File: config.mk
export PLATFORM = sky130hd
export DESIGN_NAME = mem_3r3w_wrap
export DESIGN_NICKNAME = d
export VERILOG_FILES = /design/src/mem_3r3w_pkg.sv /design/src/mem_3r3w_wrap.sv /design/src/mem_delay_line.sv
export SDC_FILE = /design/constraint.sdc
export NUM_CORES = 1
export LEC_CHECK = 0
export BUFFER_PORTS_ARGS = -buffer_cell sky130_fd_sc_hd__buf_2
export CAP_MARGIN = 10
export CORE_AREA = 10 10 141 143
export CTS_BUF_LIST = sky130_fd_sc_hd__clkbuf_16
export DETAILED_ROUTE_END_ITERATION = 6
export DIE_AREA = 0 0 151 153
export SYNTH_ARGS = -nofsm -noshare
export SYNTH_HDL_FRONTEND = slang
export SYNTH_HIERARCHICAL = 1
export SYNTH_SLANG_ARGS = --single-unit
File: constraint.sdc
create_clock -name clk -period 0.8 [get_ports clk]
set_input_delay 0.04 -clock clk [delete_from_list [all_inputs] [get_ports clk]]
set_output_delay 0.04 -clock clk [all_outputs]
set_load 0.01 [all_outputs]
File: src/mem_3r3w_pkg.sv
`default_nettype none

package mem_3r3w_pkg;

  //////////////////////////////////////////////////
  // geometry of the 3r3w macro
  //////////////////////////////////////////////////

  localparam int mem_width   = 15;  // data word
  localparam int mem_bitaddr = 8;
  localparam int mem_numaddr = 256;

  localparam int num_rdprt = 3;  // fixed by the macro
  localparam int num_wrprt = 3;

  typedef logic [mem_width-1:0]   word_t;  // data and bit-write mask
  typedef logic [mem_bitaddr-1:0] addr_t;

  //////////////////////////////////////////////////
  // per-port requests
  //////////////////////////////////////////////////

  typedef struct packed {
    logic  read;
    addr_t adr;
  } rd_req_t;

  typedef struct packed {
    logic  write;
    addr_t adr;
    word_t din;
    word_t bw;   // 1 = bit is written
  } wr_req_t;

  // port arrays, index is the port number
  typedef rd_req_t [num_rdprt-1:0] rd_req_arr_t;
  typedef wr_req_t [num_wrprt-1:0] wr_req_arr_t;
  typedef word_t   [num_rdprt-1:0] rd_dout_arr_t;
  typedef logic    [num_rdprt-1:0] rd_vld_t;

  // masked write of one port over a word
  function automatic word_t merge_bits(word_t old_word, word_t din, word_t bw);
    merge_bits = (old_word & ~bw) | (din & bw);
  endfunction

endpackage

`default_nettype wire
File: src/mem_3r3w_wrap.sv
`timescale 1ns/10ps
`default_nettype none

module mem_3r3w_wrap #(
  parameter int t1_delay = 1,
  parameter int flopout  = 1
) (
  input  wire                            clk,
  input  wire                            rst_n,
  input  wire mem_3r3w_pkg::rd_req_arr_t  rd_req,
  input  wire mem_3r3w_pkg::wr_req_arr_t  wr_req,
  output mem_3r3w_pkg::rd_dout_arr_t     rd_dout,
  output mem_3r3w_pkg::rd_vld_t          rd_vld,
  output mem_3r3w_pkg::rd_req_arr_t      t1_rd,
  output mem_3r3w_pkg::wr_req_arr_t      t1_wr,
  input  wire mem_3r3w_pkg::rd_dout_arr_t t1_dout
);

  import mem_3r3w_pkg::*;

  rd_vld_t rd_issue;  // read strobes of this cycle

  //////////////////////////////////////////////////
  // logical to physical port map
  //////////////////////////////////////////////////

  // one to one, no banking
  always_comb begin
    for (int i = 0; i < num_rdprt; i++) begin
      t1_rd[i].read = rd_req[i].read;
      t1_rd[i].adr  = rd_req[i].adr;
      rd_issue[i]   = rd_req[i].read;
    end
    for (int i = 0; i < num_wrprt; i++) begin
      t1_wr[i].write = wr_req[i].write;
      t1_wr[i].adr   = wr_req[i].adr;
      t1_wr[i].din   = wr_req[i].din;
      t1_wr[i].bw    = wr_req[i].bw;
    end
  end

  //////////////////////////////////////////////////
  // output alignment
  //////////////////////////////////////////////////

  // valid covers macro latency and output flops
  mem_delay_line #(
    .payload_t (rd_vld_t),
    .depth     (t1_delay + flopout)
  ) u_vld_dly (
    .clk   (clk),
    .rst_n (rst_n),
    .d     (rd_issue),
    .q     (rd_vld)
  );

  // data already carries the macro latency
  mem_delay_line #(
    .payload_t (rd_dout_arr_t),
    .depth     (flopout)
  ) u_dout_dly (
    .clk   (clk),
    .rst_n (rst_n),
    .d     (t1_dout),
    .q     (rd_dout)
  );

endmodule

`default_nettype wire

File: src/mem_delay_line.sv
`timescale 1ns/10ps
`default_nettype none

module mem_delay_line #(
  parameter type payload_t = logic,
  parameter int  depth     = 1
) (
  input  wire      clk,
  input  wire      rst_n,
  input  wire      payload_t d,
  output payload_t q
);

  generate
    if (depth == 0) begin : g_bypass
      assign q = d;  // zero latency
    end else begin : g_pipe
      payload_t stage [depth];

      always_ff @(posedge clk) begin
        if (!rst_n) begin
          for (int i = 0; i < depth; i++) begin
            stage[i] <= '0;
          end
        end else begin
          stage[0] <= d;
          for (int i = 1; i < depth; i++) begin
            stage[i] <= stage[i-1];  // shift toward q
          end
        end
      end

      assign q = stage[depth-1];
    end
  endgenerate

endmodule

`default_nettype wire

**After elaboration in Yosys (flattened, before gate mapping)**

Memories as Yosys holds them, arrays and structs flattened.
Index checks and enable logic that the tools add are counted.

- Add/sub/neg operators: 0
- Multipliers: 0
- Div/mod/pow operators: 0
- Magnitude comparators: 0
- Equality and inequality tests: 0
- Shifts and indexed selects: 0
- Muxes and demuxes: 6
- Bitwise operators: 2
- Reductions and logical operators: 1

Operators by type and width:

| operator | count |
|---|---|
| $mux 45 | 1 |
| $reduce_or 45->1 | 1 |
| $mux 3 | 2 |
| $mux 1 | 3 |
| $or 1x1->1 | 2 |

- Register bits: 0
- Bits in latches: 0
- RAM bits: 51
- Memory bits (read-only): 0
- Memories kept: 2

Memories:

| name | depth | bits a word | rd ports | clocked after memory_dff | write ports | RTL line | RTL |
|---|---|---|---|---|---|---|---|
| u_dout_dly.g_pipe.stage | 1 | 45 | 1 | 0 | 1 | mem_delay_line.sv:18 | `payload_t stage [depth];` |
| u_vld_dly.g_pipe.stage | 2 | 3 | 2 | 0 | 2 | mem_delay_line.sv:18 |  |

**Logic depth before layout (Yosys ltp)**

Gate-level depths: netlist of run 1.

- Depth after elaboration: 3
- Depth in mapped cells: 2

**Cells and area by module**

The synthesis of run 1 kept the hierarchy.

By module, submodules not included:

| module | instances | cells an instance | area each (um2) |
|---|---|---|---|
| mem_delay_line (u_dout_dly) | 1 | 94 | 1,258.7 |
| mem_3r3w_wrap | 1 | 144 | 1,081.0 |
| mem_delay_line (u_vld_dly) | 1 | 15 | 180.2 |

**Least setup slack after synthesis of run 1**

OpenSTA, ideal clock, no wires.

- Path type: register to register
- Start point: memory u_vld_dly/g_pipe.stage[0][0] (netlist name)
- End point: memory u_vld_dly/g_pipe.stage[0][3] (netlist name)
- Setup time: 0.115 ns
- Data arrival time: 0.401 ns
- Slack: 0.284 ns
- Stages on the path, launching flop included: 2
- Clock period less this slack: 0.516 ns
- Cell sequence: dfxtp_1 -> and2_1

RTL lines:

| element | RTL line |
|---|---|
| start: declaration | mem_delay_line.sv:18 |

==> flow_summary_export.csv, run 1 <==
group,metric,value,unit
status,outcome,"finished, final reports clean",
routing,drtIter0Drc,28,
clock_network,cts.sinks,51,
sta,fin_skew,0.00105,ns
die,initial_core_util,14.8,%
sta,finalSetupViolCount,0,
clock_network,cts_tree,"yes",
final_layout,drive_gt1_share,65.6,%
routing,drtPass1Iterations,4,
global_routing,met2_usage,15.3,%
setup_path,worstPathRequired,0.76,ns
routing,wl_per_cell,23.6,µm
clock_network,cts_buffers,5,
global_routing,overflow,0,
power_and_ir_drop,total_power,5810,µW
die,die_w,151,µm
synth,synth_top_area_share,43.8,%
final_layout,finalNetCount,446,
die,core_area,0.0171,mm²
clock_network,root_buffer,"clkbuf_16",
clock_network,clock_latency,0.29,ns
synth,yosys-top-cells-area,"buf_4 44%, dfxtp_1 41%, and2_2 13%",
synth,syn-cell-area,0.00252,mm²
final_layout,area_delta_synth_final,15.1,%
global_routing,grt_max_degree,52,
setup_path,path_class,"flop to output port",
setup_path,crit_buf_inv,1,
worst_hold_path,worstHoldEndpoint,"u_dout_dly/g_pipe.stage[0][1]$_SDFF_PN0_",
setup_path,cpPeakStageDelay,0.34,ns
worst_hold_path,holdPathStages,2,
final_layout,utilization,17.0,%
die,ios,383,
global_routing,grt_use_met1,4.19,%
sta,finalHoldViolCount,0,
final_layout,fillCellCount,1867,
run,cap_viol_max_count,0,
clock_network,htreeDepth,2,
setup_path,cp.arrival,0.74,ns
sta,whs,0.0109,ns
sta,fin_crit,0.779,ns
sta,tightest_slew,0.633,ns
global_routing,grt_pass1_wl,14400,µm
clock_network,cts_buffer_depth,2,
power_and_ir_drop,ir_worst_vdd,1.24,mV
synth,ys_seq_area_share,40.5,%
sta,maxSlewHeadroom,57.8,%
setup_path,cp-end-kind,"output port",
die,std_cell_rows,48,
synth,synth.distinct_cells,5,
sta,fin_ws,0.0209,ns
final_layout,num_antenna_cells,0,
placed_design,placed_cells,427,
setup_path,cp-start-kind,"flop",
global_routing,gr-usage-met3,12.6,%
placed_design,io_buffers,100,
setup_path,crit_family,"flip-flops",
sta,maxSlewViolCount,0,
die,dieHeight,153,µm
global_routing,grt-busiest-layer,"met2",
final_layout,stdcell_count,481,
synth,avgSynthCellArea,9.96,µm²
synth,netlist_instances,253,
routing,postRouteAntennaNets,0,
setup_path,timing.rr.end,"u_vld_dly/g_pipe.stage[0][3]$_SDFF_PN0_",
placed_design,dpl_worst_slack,-0.150,ns
sta,max_freq,1.28,GHz
setup_path,path_cells,"buf_6",
routing,via_count,1442,
setup_path,slowest_stage,"dfxtp_1",
routing,via_per_inst,3.00,
synth,yosysTopAreaCell,"buf_4",
setup_path,reg2regPathDepth,1,
clock_network,cts.reportedPaths.clkPinSlew,0.07,ns
global_routing,grt_pass1_vias,1565,
placed_design,gp_congestion,0.753,
setup_path,worst-path-stages,1,
die,die_area,0.0231,mm²
power_and_ir_drop,powerDensity,2000,mW/mm²
sta,period_share,97.4,%
setup_path,cp_max_fo,1,
setup_path,r2r_start,"u_vld_dly/g_pipe.stage[0][0]$_SDFF_PN0_",
synth,synth_seq_cells,51,
routing,drc,0,
global_routing,antenna_found_initial,0,
routing,finalWirelength,11400,µm
worst_hold_path,hp-class,"primary input to flop",
placed_design,place_hpwl,9700,µm
synth,yosysWarnings,6,
clock_network,post_cts_buffers,0,
global_routing,grtUsageTotal,9.05,%
power_and_ir_drop,p_leak,0.00132,µW
setup_path,reg2reg_slack,0.24,ns
worst_hold_path,hold_start,"t1_dout[1]",
synth,synth_nets,444,
==> sequential cells by signal, summed over array words and instances, names as in the netlist <==
register,cells
u_dout_dly/g_pipe.stage,45
u_vld_dly/g_pipe.stage,6
==> power breakdown <==
group          switching [µW]  internal, µW  total (µW)  leakage [µW]
Clock                     925          1470        2400     0.0000838
Sequential               38.4          2680        2720      0.000429
Combinational             254           438         692      0.000810
==> metrics by stage <==
| stage | instance area, µm² | setup TNS [ns] |
|---|---|---|
| after floorplan | 2520 | 0 |
| after global placement | 2180 | -6.04 |
| after detailed placement | 2180 | -6.30 |
| after CTS | 2820 | 0 |
| after global routing | 2900 | -0.00846 |
| final | 2900 | 0 |
==> Yosys cell counts <==
library cell	number
dfxtp_1	51
and2_2	45
buf_4	147
and2_1	6
clkbuf_2	4
==> cells in the final DEF (no fill, tap or decap) <==
cell           count
clkinv_2           1
and2_2            45
bufinv_16          1
dfxtp_2           15
and2_1             6
dlygate4sd3_1     46
buf_4              2
dfxtp_1           36
clkbuf_16          5
buf_6             11
clkinv_4           1
buf_2             87
==> repair_timing <==
| action | CTS | global route |
|---|---|---|
| gates resized for setup | 3 | 28 |
| hold endpoints to repair | 46 | 0 |
| setup endpoints to repair | 2 | 21 |
| pin swaps | 0 | 0 |
| hold buffers | 46 | 0 |
==> logic make-up after synthesis <==
| logic type | after synthesis | share of synthesized area (%) |
|---|---|---|
| DFF | 51 | 40.5 |
| buffers and inverters | 151 | 44.6 |
| and+or+nand+nor | 51 | 14.9 |
==> routing by layer <==
metal	vias to the layer above	wire, µm
met2	235	5430
met4	2	399
met1	559	2090
li1	615	-
met3	31	3390
met5	-	61
==> final cells by class <==
cell class / instances / area (µm²) / share of cell area [%]
Tap cell: 225 / 282 / 9.71
Multi-Input combinational cell: 51 / 375 / 12.9
Clock inverter: 3 / 43.8 / 1.51
Clock buffer: 5 / 125 / 4.31
Timing Repair Buffer: 146 / 1030 / 35.7
Sequential cell: 51 / 1040 / 35.8
==> how the worst max path moves through the flow <==
stage          slack [ns]                                   endpoint                                       from
3_5_place_dp        -0.15  u_dout_dly/g_pipe.stage[0][19]$_SDFF_PN0_                                      rst_n
6_report             0.02                                rd_dout[40]  u_dout_dly/g_pipe.stage[0][40]$_SDFF_PN0_
3_3_place_gp        -0.13  u_dout_dly/g_pipe.stage[0][25]$_SDFF_PN0_                                      rst_n
4_1_cts             0.003                                rd_dout[43]  u_dout_dly/g_pipe.stage[0][43]$_SDFF_PN0_
2_1_floorplan        0.28    u_vld_dly/g_pipe.stage[0][3]$_SDFF_PN0_    u_vld_dly/g_pipe.stage[0][0]$_SDFF_PN0_
5_1_grt            -0.008                                rd_dout[15]  u_dout_dly/g_pipe.stage[0][15]$_SDFF_PN0_
Note: power is estimated with default switching activity, not from simulation.
==> run 2: changes to the inputs <==
==> constraint.sdc (replaced) <==
create_clock -name clk -period 0.85 [get_ports clk]
set_input_delay 0.0425 -clock clk [delete_from_list [all_inputs] [get_ports clk]]
set_output_delay 0.0425 -clock clk [all_outputs]
set_load 0.01 [all_outputs]
==> flow_summary_export.csv, run 2 (same netlist as run 1, synthesis figures left out) <==
group,metric,value,unit
status,outcome,"finished, final reports clean",
sta,maxSlewViolCount,0,
global_routing,grt_pass1_vias,1573,
power_and_ir_drop,powerDensity,1830,mW/mm²
placed_design,io_buffers,100,
power_and_ir_drop,total_power,5110,µW
placed_design,placed_cells,427,
setup_path,path_cells,"buf_2",
die,dieHeight,153,µm
setup_path,path_class,"flop to output port",
die,std_cell_rows,48,
setup_path,cp.arrival,0.76,ns
clock_network,cts.sinks,51,
clock_network,cts.reportedPaths.clkPinSlew,0.07,ns
setup_path,crit_start,"u_dout_dly/g_pipe.stage[0][0]$_SDFF_PN0_",
setup_path,r2r_start,"u_vld_dly/g_pipe.stage[0][0]$_SDFF_PN0_",
die,die_area,0.0231,mm²
routing,drtIter0Drc,11,
global_routing,grt_max_degree,52,
clock_network,post_cts_buffers,0,
power_and_ir_drop,ir_worst_vdd,1.03,mV
routing,via_per_inst,3.04,
final_layout,final_common_cell,"buf_2",
setup_path,crit_family,"flip-flops",
final_layout,reg_top3,"u_dout_dly/g_pipe.stage: 45 flops, u_vld_dly/g_pipe.stage: 6 flops",
sta,rsz0062_at_grt,"false",
sta,fin_crit,0.806,ns
final_layout,largest_reg_flops,45,
routing,finalWirelength,11400,µm
setup_path,crit_buf_inv,1,
clock_network,cts_resized,0,
routing,drc,0,
power_and_ir_drop,p_leak,0.00129,µW
global_routing,grtUsageTotal,9.05,%
final_layout,final_cell_mix,"100 x buf_2, 51 x dfxtp_1, 47 x dlygate4sd3_1",
clock_network,cts_buffers,5,
sta,period_share,94.8,%
final_layout,stdcell_count,482,
final_layout,largest-register,"u_dout_dly/g_pipe.stage",
setup_path,cp-end-kind,"output port",
worst_hold_path,hold_start,"t1_dout[42]",
sta,tns,0,ns
sta,finalHoldViolCount,0,
final_layout,regArea,0.00102,mm²
routing,wl_per_cell,23.6,µm
clock_network,root_buffer,"clkbuf_16",
final_layout,drive_gt1_share,59.1,%
final_layout,fillCellCount,1888,
worst_hold_path,hp-class,"primary input to flop",
run,cap_viol_max_count,0,
placed_design,place_hpwl,9650,µm
setup_path,cp_max_fo,1,
final_layout,multi_input_area,375,µm²
die,die_w,151,µm
die,ios,383,
sta,tightest_slew,0.657,ns
sta,maxSlewHeadroom,56.2,%
sta,max_freq,1.24,GHz
die,initial_core_util,14.8,%
placed_design,gp_congestion,0.752,
clock_network,clock_latency,0.28,ns
setup_path,cpPeakStageDelay,0.34,ns
clock_network,cts_buffer_depth,2,
setup_path,worstPathRequired,0.81,ns
global_routing,antenna_found_initial,0,
routing,postRouteAntennaNets,0,
routing,via_count,1465,
die,core_area,0.0171,mm²
setup_path,slowest_stage,"dfxtp_1",
routing,drtPass1Iterations,3,
final_layout,finalNetCount,447,
global_routing,overflow,0,
final_layout,area_delta_synth_final,10.9,%
final_layout,utilization,16.4,%
sta,fin_skew,0.00139,ns
setup_path,cp-start-kind,"flop",
final_layout,num_antenna_cells,0,
sta,finalSetupViolCount,0,
global_routing,grt_pass1_wl,14400,µm
clock_network,cts_tree,"yes",
clock_network,htreeDepth,2,
[run 2: cell count changes in the layout (fill, tap and decap cells not counted), sizes merged]
cell,before,now
bufinv,1,0
clkinvlp,0,1
dlygate4sd3,46,47
[run 2: per-layer routing]
| layer | wire (µm) | part of all wire, % | GRT usage (%) |
|---|---|---|---|
| met3 | 3450 | 30 | 12.4 |
| met5 | 61 | 0.54 | 2.27 |
| met1 | 2030 | 18 | 4.27 |
| met4 | 374 | 3.3 | 4.08 |
| met2 | 5460 | 48 | 15.3 |
[run 2: report_power, final]
group,switching [µW],internal (µW),total [µW],leakage [µW]
Clock,852,1090,1940,0.0000674
Combinational,240,382,622,0.000799
Sequential,30.5,2520,2550,0.000425
Total,1120,3980,5110,0.00129
[run 2: worst paths after layout]
check	to	slack, ns	depth (start not counted)
max	rd_dout[0]	0.04	1
min	u_dout_dly/g_pipe.stage[0][42]$_SDFF_PN0_	0.02	2
max reg2reg	u_vld_dly/g_pipe.stage[0][3]$_SDFF_PN0_	0.30	1
min reg2reg	u_vld_dly/g_pipe.stage[0][4]$_SDFF_PN0_	0.44	1
[run 2: stage by stage]
stage / setup WS (ns) / instance area (µm²) / hold WS (ns)
global route: 0.0107 / 2790 / 0.0252
floorplan: 0.334 / 2520 / 0.164
finish: 0.0444 / 2790 / 0.0217
global placement: -0.0829 / 2180 / 0.0851
CTS: 0.0174 / 2790 / 0.0180
detailed placement: -0.0985 / 2180 / 0.0851
[run 2: area by class of cell]
cell class              count  area share (%)
flip-flops and latches     51            36.5
clock inverters             3           0.717
repair buffers            147            34.8
multi-input cells          51            13.4
clock buffers               5            4.48
well taps                 225            10.1
[run 2: what timing repair did]
action / in CTS / in global routing
endpoints found under the setup margin: 0 / 0
hold buffers: 47 / 0
endpoints found under the hold margin: 47 / 0
